<file path="config.mk">
export PLATFORM = sky130hd
export DESIGN_NAME = eai_core
export DESIGN_NICKNAME = d
export VERILOG_FILES = /design/src/eai_pkg.sv /design/src/eai_decode.sv /design/src/eai_execute.sv /design/src/eai_result.sv /design/src/eai_core.sv
export SDC_FILE = /design/constraint.sdc
export NUM_CORES = 2
export LEC_CHECK = 0
export ABC_AREA = 1
export BUFFER_PORTS_ARGS = -buffer_cell sky130_fd_sc_hd__buf_2
export CAP_MARGIN = 20
export CELL_PAD_IN_SITES_DETAIL_PLACEMENT = 0
export CELL_PAD_IN_SITES_GLOBAL_PLACEMENT = 2
export CORE_AREA = 4 4 402 305
export CTS_CLUSTER_SIZE = 8
export DETAILED_ROUTE_END_ITERATION = 6
export DIE_AREA = 0 0 406 309
export GPL_TIMING_DRIVEN = 0
export PLACE_DENSITY_LB_ADDON = 0.1
export SLEW_MARGIN = 20
export SYNTH_ARGS = -nofsm -noshare
export SYNTH_HDL_FRONTEND = slang
export SYNTH_HIERARCHICAL = 1
export SYNTH_SLANG_ARGS = --single-unit
</file>
<file path="constraint.sdc">
create_clock -name eai_clk -period 8.1 [get_ports eai_clk]
set_input_delay 0.81 -clock eai_clk [delete_from_list [all_inputs] [get_ports eai_clk]]
set_output_delay 0.81 -clock eai_clk [all_outputs]
set_load 0.01 [all_outputs]
</file>
<file path="src/eai_pkg.sv">
`default_nettype none

package eai_pkg;

   //////////////////////////////
   // widths and sizes
   //////////////////////////////
   localparam int XLEN      = 32;
   localparam int ROW_WORDS = 3;

   // custom-0 major opcode
   localparam logic [6:0] OPC_CUSTOM0 = 7'b0001011;

   localparam logic [2:0] F3_SETUP  = 3'b011;
   localparam logic [2:0] F3_SUM    = 3'b110;

   localparam logic [6:0] F7_SETUP  = 7'b0000000;
   localparam logic [6:0] F7_ROWSUM = 7'b0000001;
   localparam logic [6:0] F7_COLSUM = 7'b0000010;

   //////////////////////////////
   // payloads
   //////////////////////////////
   typedef enum logic [1:0] {
      OP_NONE   = 2'd0,
      OP_SETUP  = 2'd1,
      OP_ROWSUM = 2'd2,
      OP_COLSUM = 2'd3
   } eai_op_t;

   typedef struct packed {
      logic [XLEN-1:0] inst;
      logic [XLEN-1:0] rs1;
      logic [XLEN-1:0] rs2;
   } eai_req_t;

   typedef struct packed {
      eai_op_t         op;
      logic [XLEN-1:0] rs1;
      logic [XLEN-1:0] rs2;
   } eai_cmd_t;

   // word reads only
   typedef struct packed {
      logic [XLEN-1:0] addr;
   } icb_cmd_t;

   typedef struct packed {
      logic [XLEN-1:0] rdata;
   } icb_rsp_t;

endpackage

`default_nettype wire

</file>
<file path="src/eai_decode.sv">
`timescale 1ns/10ps
`default_nettype none

module eai_decode
   import eai_pkg::*;
(
   input  logic     eai_clk,
   input  logic     arst_n,
   input  logic     req_valid,
   input  eai_req_t req,
   output logic     req_ready,
   input  logic     busy,
   output logic     cmd_valid,
   output eai_cmd_t cmd
);

   logic [6:0] opcode;
   logic [2:0] func3;
   logic [6:0] func7;
   eai_op_t    req_op;
   logic       accept;

   assign opcode = req.inst[6:0];
   assign func3  = req.inst[14:12];
   assign func7  = req.inst[31:25];

   // anything else on custom-0 falls through as OP_NONE
   always_comb begin
      req_op = OP_NONE;
      if (opcode == OPC_CUSTOM0) begin
         if ((func3 == F3_SETUP) && (func7 == F7_SETUP)) begin
            req_op = OP_SETUP;
         end else if ((func3 == F3_SUM) && (func7 == F7_ROWSUM)) begin
            req_op = OP_ROWSUM;
         end else if ((func3 == F3_SUM) && (func7 == F7_COLSUM)) begin
            req_op = OP_COLSUM;
         end
      end
   end

   assign req_ready = ~busy;
   assign accept    = req_valid & req_ready;

   // one-cycle strobe toward execute
   always_ff @(posedge eai_clk or negedge arst_n) begin
      if (!arst_n) begin
         cmd_valid <= 1'b0;
      end else begin
         cmd_valid <= accept && (req_op != OP_NONE);
      end
   end

   always_ff @(posedge eai_clk) begin
      if (accept) begin
         cmd.op  <= req_op;
         cmd.rs1 <= req.rs1;
         cmd.rs2 <= req.rs2;
      end
   end

endmodule

`default_nettype wire

</file>
<file path="src/eai_execute.sv">
`timescale 1ns/10ps
`default_nettype none

module eai_execute
   import eai_pkg::*;
(
   input  logic            eai_clk,
   input  logic            arst_n,
   input  logic            cmd_valid,
   input  eai_cmd_t        cmd,
   output logic            busy,
   output logic            icb_cmd_valid,
   input  logic            icb_cmd_ready,
   output icb_cmd_t        icb_cmd,
   input  logic            icb_rsp_valid,
   input  icb_rsp_t        icb_rsp,
   output logic            clear,
   output logic            row_first,
   output logic            word_valid,
   output logic [XLEN-1:0] word,
   output logic [1:0]      col_sel,
   output logic            sel_col,
   output logic            rsp_valid,
   input  logic            rsp_ready,
   output logic            mem_holdup
);

   typedef enum logic [1:0] {
      ST_IDLE,
      ST_ISSUE,
      ST_WAIT,
      ST_RESP
   } state_t;

   state_t          state;
   logic [XLEN-1:0] base_r;
   logic [XLEN-1:0] len_r;
   logic [XLEN-1:0] addr_r;
   logic [XLEN-1:0] row_start;
   logic [1:0]      col_r;
   logic            row_first_r;
   logic            sel_col_r;
   logic            is_setup;
   logic            is_rowsum;
   logic            is_colsum;
   logic            rsp_word;
   logic            last_word;

   assign is_setup  = cmd_valid && (cmd.op == OP_SETUP);
   assign is_rowsum = cmd_valid && (cmd.op == OP_ROWSUM);
   assign is_colsum = cmd_valid && (cmd.op == OP_COLSUM);
   assign rsp_word  = (state == ST_WAIT) && icb_rsp_valid;
   assign last_word = (col_r == 2'(ROW_WORDS - 1));

   // byte address of word 0 in the requested row
   assign row_start = base_r + ((cmd.rs1 * len_r) << 2);

   //////////////////////////////
   // sequencer
   //////////////////////////////
   always_ff @(posedge eai_clk or negedge arst_n) begin
      if (!arst_n) begin
         state <= ST_IDLE;
      end else begin
         case (state)
            ST_IDLE: begin
               if (is_rowsum) begin
                  state <= ST_ISSUE;
               end else if (is_setup || is_colsum) begin
                  state <= ST_RESP;
               end
            end
            ST_ISSUE: begin
               if (icb_cmd_ready) begin
                  state <= ST_WAIT;
               end
            end
            ST_WAIT: begin
               if (icb_rsp_valid) begin
                  state <= last_word ? ST_RESP : ST_ISSUE;
               end
            end
            default: begin
               if (rsp_ready) begin
                  state <= ST_IDLE;
               end
            end
         endcase
      end
   end

   always_ff @(posedge eai_clk or negedge arst_n) begin
      if (!arst_n) begin
         base_r <= '0;
         len_r  <= '0;
      end else if (is_setup) begin
         base_r <= cmd.rs1;
         len_r  <= cmd.rs2;
      end
   end

   // col_r counts words during a row, holds the column for colsum
   always_ff @(posedge eai_clk or negedge arst_n) begin
      if (!arst_n) begin
         col_r       <= '0;
         sel_col_r   <= 1'b0;
         row_first_r <= 1'b0;
      end else if (is_rowsum) begin
         col_r       <= '0;
         sel_col_r   <= 1'b0;
         row_first_r <= (cmd.rs1 == '0);
      end else if (is_colsum) begin
         col_r     <= (cmd.rs1 < XLEN'(ROW_WORDS)) ? cmd.rs1[1:0] : 2'(ROW_WORDS);
         sel_col_r <= 1'b1;
      end else if (is_setup) begin
         // out of range entry, so setup answers zero
         col_r     <= 2'(ROW_WORDS);
         sel_col_r <= 1'b1;
      end else if (rsp_word) begin
         col_r <= col_r + 2'd1;
      end
   end

   always_ff @(posedge eai_clk) begin
      if (is_rowsum) begin
         addr_r <= row_start;
      end else if (rsp_word) begin
         addr_r <= addr_r + XLEN'(4);
      end
   end

   assign busy          = cmd_valid || (state != ST_IDLE);
   assign icb_cmd_valid = (state == ST_ISSUE);
   assign icb_cmd.addr  = addr_r;
   assign mem_holdup    = (state == ST_ISSUE) || (state == ST_WAIT);
   assign rsp_valid     = (state == ST_RESP);

   assign clear      = is_rowsum;
   assign row_first  = row_first_r;
   assign word_valid = rsp_word;
   assign word       = icb_rsp.rdata;
   assign col_sel    = col_r;
   assign sel_col    = sel_col_r;

endmodule

`default_nettype wire

</file>
<file path="src/eai_result.sv">
`timescale 1ns/10ps
`default_nettype none

module eai_result
   import eai_pkg::*;
(
   input  logic            eai_clk,
   input  logic            arst_n,
   input  logic            clear,
   input  logic            row_first,
   input  logic            word_valid,
   input  logic [XLEN-1:0] word,
   input  logic [1:0]      col_sel,
   input  logic            sel_col,
   output logic [XLEN-1:0] rsp_rdat
);

   logic [XLEN-1:0] acc_r;
   logic [XLEN-1:0] col_buf [ROW_WORDS];
   logic [XLEN-1:0] col_dat;

   //////////////////////////////
   // row accumulator
   //////////////////////////////
   always_ff @(posedge eai_clk or negedge arst_n) begin
      if (!arst_n) begin
         acc_r <= '0;
      end else if (clear) begin
         acc_r <= '0;
      end else if (word_valid) begin
         // wraps modulo 2^32
         acc_r <= acc_r + word;
      end
   end

   //////////////////////////////
   // column buffer
   //////////////////////////////
   always_ff @(posedge eai_clk or negedge arst_n) begin
      if (!arst_n) begin
         for (int k = 0; k < ROW_WORDS; k++) begin
            col_buf[k] <= '0;
         end
      end else if (word_valid) begin
         for (int k = 0; k < ROW_WORDS; k++) begin
            if (col_sel == 2'(k)) begin
               col_buf[k] <= row_first ? word : col_buf[k] + word;
            end
         end
      end
   end

   // zero for an entry past the buffer
   always_comb begin
      col_dat = '0;
      for (int k = 0; k < ROW_WORDS; k++) begin
         if (col_sel == 2'(k)) begin
            col_dat = col_buf[k];
         end
      end
   end

   assign rsp_rdat = sel_col ? col_dat : acc_r;

endmodule

`default_nettype wire

</file>
<file path="src/eai_core.sv">
`timescale 1ns/10ps
`default_nettype none

module eai_core
   import eai_pkg::*;
(
   input  logic            eai_clk,
   input  logic            arst_n,
   // request
   input  logic            req_valid,
   output logic            req_ready,
   input  eai_req_t        req,
   // response
   output logic            rsp_valid,
   input  logic            rsp_ready,
   output logic [XLEN-1:0] rsp_rdat,
   // memory read port
   output logic            icb_cmd_valid,
   input  logic            icb_cmd_ready,
   output icb_cmd_t        icb_cmd,
   input  logic            icb_rsp_valid,
   input  icb_rsp_t        icb_rsp,
   output logic            mem_holdup
);

   logic            cmd_valid;
   eai_cmd_t        cmd;
   logic            busy;
   logic            clear;
   logic            row_first;
   logic            word_valid;
   logic [XLEN-1:0] word;
   logic [1:0]      col_sel;
   logic            sel_col;

   eai_decode eai_decode_i (
      .eai_clk   (eai_clk),
      .arst_n    (arst_n),
      .req_valid (req_valid),
      .req       (req),
      .req_ready (req_ready),
      .busy      (busy),
      .cmd_valid (cmd_valid),
      .cmd       (cmd)
   );

   eai_execute eai_execute_i (
      .eai_clk       (eai_clk),
      .arst_n        (arst_n),
      .cmd_valid     (cmd_valid),
      .cmd           (cmd),
      .busy          (busy),
      .icb_cmd_valid (icb_cmd_valid),
      .icb_cmd_ready (icb_cmd_ready),
      .icb_cmd       (icb_cmd),
      .icb_rsp_valid (icb_rsp_valid),
      .icb_rsp       (icb_rsp),
      .clear         (clear),
      .row_first     (row_first),
      .word_valid    (word_valid),
      .word          (word),
      .col_sel       (col_sel),
      .sel_col       (sel_col),
      .rsp_valid     (rsp_valid),
      .rsp_ready     (rsp_ready),
      .mem_holdup    (mem_holdup)
   );

   eai_result eai_result_i (
      .eai_clk    (eai_clk),
      .arst_n     (arst_n),
      .clear      (clear),
      .row_first  (row_first),
      .word_valid (word_valid),
      .word       (word),
      .col_sel    (col_sel),
      .sel_col    (sel_col),
      .rsp_rdat   (rsp_rdat)
   );

endmodule

`default_nettype wire

</file>
# Word level (Yosys, flattened, before mapping)
# Cells that the tools add are included.
# totals
in_bits	134
reg_bits	297
# classes
n_eq_ne	16
bitwise_logic	2
mux	30
n_mul	1
n_lt_le_gt_ge	1
n_reduce_logical	25
add_sub_neg	7
# op_table
operator	count
2-to-1 mux 32 bit	11
adder 32 bit	5
adder 32 x 3 -> 32 bit (second input constant)	1
zero test 32 bit	1
< comparator 32 x 2 -> 1 bit (second input constant)	1
multiplier 32 x 32 -> 30 bit	1
2-to-1 mux 2 bit	15
equality test 2 bit (second input constant)	5
logical AND 1 bit	8
nonzero test 4 bit	2
equality test 7 x 1 -> 1 bit (second input constant)	1
equality test 7 x 2 -> 1 bit (second input constant)	1
equality test 7 x 4 -> 1 bit (second input constant)	1
zero test 7 bit	1
equality test 2 x 1 -> 1 bit (second input constant)	3
case mux 2 bit (3 select lines)	1
AND reduction 2 bit	3
nonzero test 2 bit	3
zero test 2 bit	2
AND reduction 4 bit	1
equality test 3 x 2 -> 1 bit (second input constant)	1
equality test 3 bit (second input constant)	1
logical OR 1 bit	3
2-to-1 mux 1 bit	3
other kinds (7)	7

# Longest topological paths before layout
# logic_depth
depth_word	8
ltp_mapped	41
ltp_nobuf	39

# Hierarchy
# The synthesis kept the hierarchy.
# modules_own_cells
mod	cells_per_inst	seq_area_each_um2	instances	area_each_um2
eai_execute	2814	2662.6	1	21329.2
eai_result	2682	3203.1	1	15383.5
eai_decode	103	2006.9	1	2174.6

# Worst setup path after synthesis
# No wires, ideal clock.
# synth_timing
kind	flip-flop to flip-flop
startpoint	reg eai_execute_i.len_r[3]
endpoint	reg eai_execute_i.addr_r[30], in the netlist eai_execute_i/icb_cmd[30], data pin
path_slack_ps	-32
required_ps	7840
stages_incl_launch_ff	36
arrival_ps	7872
synth_period_minus_slack_ps	8132
cell_sequence	dfrtp_1 > buf_2 > buf_1 > nand2_1 > inv_1 > fa_1 > fa_1 > fa_1 > inv_1 > fa_1 > inv_1 > fa_1 > inv_1 > fa_1 > inv_1 > fa_1 > inv_1 > fa_1 > inv_1 > ha_1 > a21oi_1 > o21ai_0 > o21bai_1 > a21oi_1 > inv_1 > a21oi_1 > o21bai_1 > a21oi_1 > xor2_1 > ha_1 > a21o_1 > a31o_2 > a221oi_1 > o21ai_0 > o21ai_0 > o21ai_1
# synth_via
elab_chain_cells	3
# synth_rtl
element	line_no	source
from (decl)	eai_execute.sv:37	logic [XLEN-1:0] len_r;
from (signal assigned)	eai_execute.sv:98	len_r <= cmd.rs2;
multiplier 32 x 32 -> 30 bit	eai_execute.sv:56	assign row_start = base_r + ((cmd.rs1 * len_r) << 2);
adder 32 bit	eai_execute.sv:56	
2-to-1 mux 32 bit	eai_execute.sv:125	if (is_rowsum) begin
to (signal assigned)	eai_execute.sv:126	addr_r <= row_start;
to (signal assigned)	eai_execute.sv:128	addr_r <= addr_r + XLEN'(4);
to (decl)	eai_execute.sv:38	logic [XLEN-1:0] addr_r;
# Every way passes these cells.
# A chain may end at the register's enable or synchronous reset.

# Worst setup path after layout
# layout_timing
startpoint	reg eai_execute_i.len_r[8]
endpoint	reg eai_execute_i.addr_r[31], in the netlist eai_execute_i/icb_cmd[31], data pin
# Same word-level chain as after synthesis.

==> out/qor.csv <==
stage,metric,value,unit
setup_path,crit path kind,register to register,
setup_path,crit path capture type,register,
floorplanning,Die Width,406,um
outcome,violated checks,"design-rule violations, negative setup slack",
global_route,vias in the first global route,34700,
placed_design,Detail Placement HPWL,143000,um
power,leak pwr,0.0260,uW
timing,RSZ-0062 raised after global routing,true,
global_route,gr usage total,27.2,%
timing,# setup viols final,2,
power,P per Cell Area,229,mW/mm^2
layout,share of cells above drive strength 1,12.6,%
setup_path,crit path max fanout,6,
setup_path,crit-path max cell delay,0.63,ns
placed_design,GPL Wtd Cong,0.908,
min_path,Worst Hold Class,input port to async pin,
detailed_routing,final wirelength,172000,um
clock_network,CTS buffer count,45,
clock_network,clk_lat worst skew,0.62,ns
clock_network,Root Buffer,clkbuf_16,
setup_path,CP max stage cell,fa_2,
timing,"Hold Vio Cnt, Final",0,
synth,Syn Inst Count,5597,
clock_network,CTS H-tree lvls,2,
power,Max VDD drop,169,uV
timing,clock skew,0.0356,ns
setup_path,Worst setup SP type,register,
layout,Area Growth Syn to Fin,16.4,%
power,Final Total Pwr,10400,uW
clock_network,Clock Path Buffers,3,
synth,syn avg cell area,6.94,um^2
timing,worst slew pin tran,1.27,ns
layout,"most common cell after layout, fill and taps aside",nand2_1,
setup_path,reg2reg start,eai_execute_i/len_r[8],
floorplanning,Core ar.,0.119,mm^2
global_route,first-pass GRT wire length,247000,um
synth,Mapped Nets,6366,
clock_network,clock slew at reported path FFs,0.06,ns
setup_path,R2R setup slack,-0.07,ns
detailed_routing,First-pass DRT Iterations,7,
outcome,status,"complete, but fails checks",
floorplanning,Cell Rows,110,
global_route,largest net degree at the start of global routing,74,
synth,Syn. warnings,6,
setup_path,r2r endpoint,eai_execute_i/icb_cmd[31],
detailed_routing,Via density,4.89,
floorplanning,Die H,309,um
setup_path,CP arrival,8.51,ns
placed_design,# port buffers,152,
layout,fillcell total,12900,
layout,most frequent cells in the layout,"1,710 x nand2_1, 1,252 x inv_1, 344 x fa_1",
timing,hold_ws,0.0368,ns
setup_path,Worst EP required,8.45,ns
clock_network,CTS sink count,293,
floorplanning,DIE AREA,0.125,mm^2
floorplanning,Starting Density,32.7,%
detailed_routing,via count,36600,
timing,post-route setup TNS,-0.128,ns
synth,Syn Std Cell Area,0.0388,mm^2
setup_path,Reg2Reg Depth,34,
layout,Util after Layout,38.0,%
timing,Slew Limit Fails,0,
detailed_routing,WL/cell,22.9,um
timing,Worst slew margin,14.3,%
detailed_routing,initial drt markers,3780,
detailed_routing,post-route ant nets,0,
layout,Nets,6666,
floorplanning,Ports,202,
timing,Max Freq,0.122,GHz
global_route,grt ovf,0,
timing,final cycle utilization of the critical path,101,%
global_route,initial antenna violation count,11,
clock_network,TritonCTS clock tree,yes,
timing,PnR worst setup slack,-0.0688,ns
setup_path,Crit path top cell by count,inv_1,
timing,fin crit period,8.17,ns
run,max-cap violation count,0,
clock_network,CTS Hold Bufs,0,
detailed_routing,# DRC,5,
-- worst max path at each step --
stage / from / to / slack, ns
detailed placement: eai_decode_i/cmd[43] / eai_execute_i/icb_cmd[31] / -2.02
floorplan: eai_decode_i/cmd[35] / eai_execute_i/icb_cmd[30] / 0.03
finish: eai_execute_i/len_r[8] / eai_execute_i/icb_cmd[31] / -0.07
global route: eai_decode_i/cmd[44] / eai_execute_i/icb_cmd[31] / -0.43
global placement: eai_decode_i/cmd[35] / eai_execute_i/icb_cmd[30] / -2.05
CTS: eai_execute_i/len_r[3] / eai_execute_i/icb_cmd[30] / -0.08
-- per-stage QoR --
stage / instances / area [um^2] / worst slack, ns
global route: 7493 / 45200 / -0.435
floorplan: 5597 / 38800 / 0.0337
CTS: 7469 / 44700 / -0.0816
global placement: 7317 / 41600 / -2.05
detailed placement: 7323 / 41700 / -2.02
finish: 7495 / 45200 / -0.0688
-- final cells by class --
cell class,instances,area (um^2),area share [%]
antenna,2,5.00,0.0111
clock inverter,5,57.6,0.127
tap,1568,1960,4.34
sequential,293,7820,17.3
clock buffer,70,1270,2.81
timing repair buffer,264,1740,3.86
multi-input combinational,3827,26000,57.5
inverter,1282,4810,10.7
buffer,184,1520,3.36
-- layer usage --
layer,global-route usage (%),routed length [um],vias up
li1,-,-,17600
met4,2.51,1430,6
met2,32.5,57700,1362
met3,9.03,19700,80
met5,0,41,-
met1,46.3,92800,17600
-- timing repair --
item | CTS | global route
gates resized for setup | 267 | 118
pin swaps | 67 | 59
setup buffers | 80 | 26
gates cloned | 1 | 0
hold endpoints to repair | 0 | 0
setup endpoints to repair | 19 | 16
-- where the power goes --
| part | leakage, uW | switching (uW) | internal [uW] |
|---|---|---|---|
| registers | 0.00331 | 462 | 1980 |
| clock network | 0.000645 | 782 | 1090 |
| logic | 0.0221 | 4170 | 1860 |
-- critical path, delay by kind of cell, from the launching register on --
kind            cells  cell delay, ns
buf+inv            11            0.99
xor+xnor            1            0.13
fa+ha+maj          10            4.77
simple gates        6            0.57
compound gates      6            0.96
flops               1            0.48
-- registers in the layout, indices dropped and copies added, names as in the netlist --
name and flops:
eai_execute_i/len_r 30, eai_execute_i/icb_cmd 32, eai_execute_i/sel_col 1, eai_execute_i/state 2
eai_result_i/acc_r 32, eai_result_i/col_buf 96, eai_execute_i/base_r 32, eai_execute_i/col_sel 2
eai_decode_i/cmd 64, eai_decode_i/cmd_valid 1, eai_execute_i/row_first 1
Note: power is estimated with default switching activity, not from simulation.
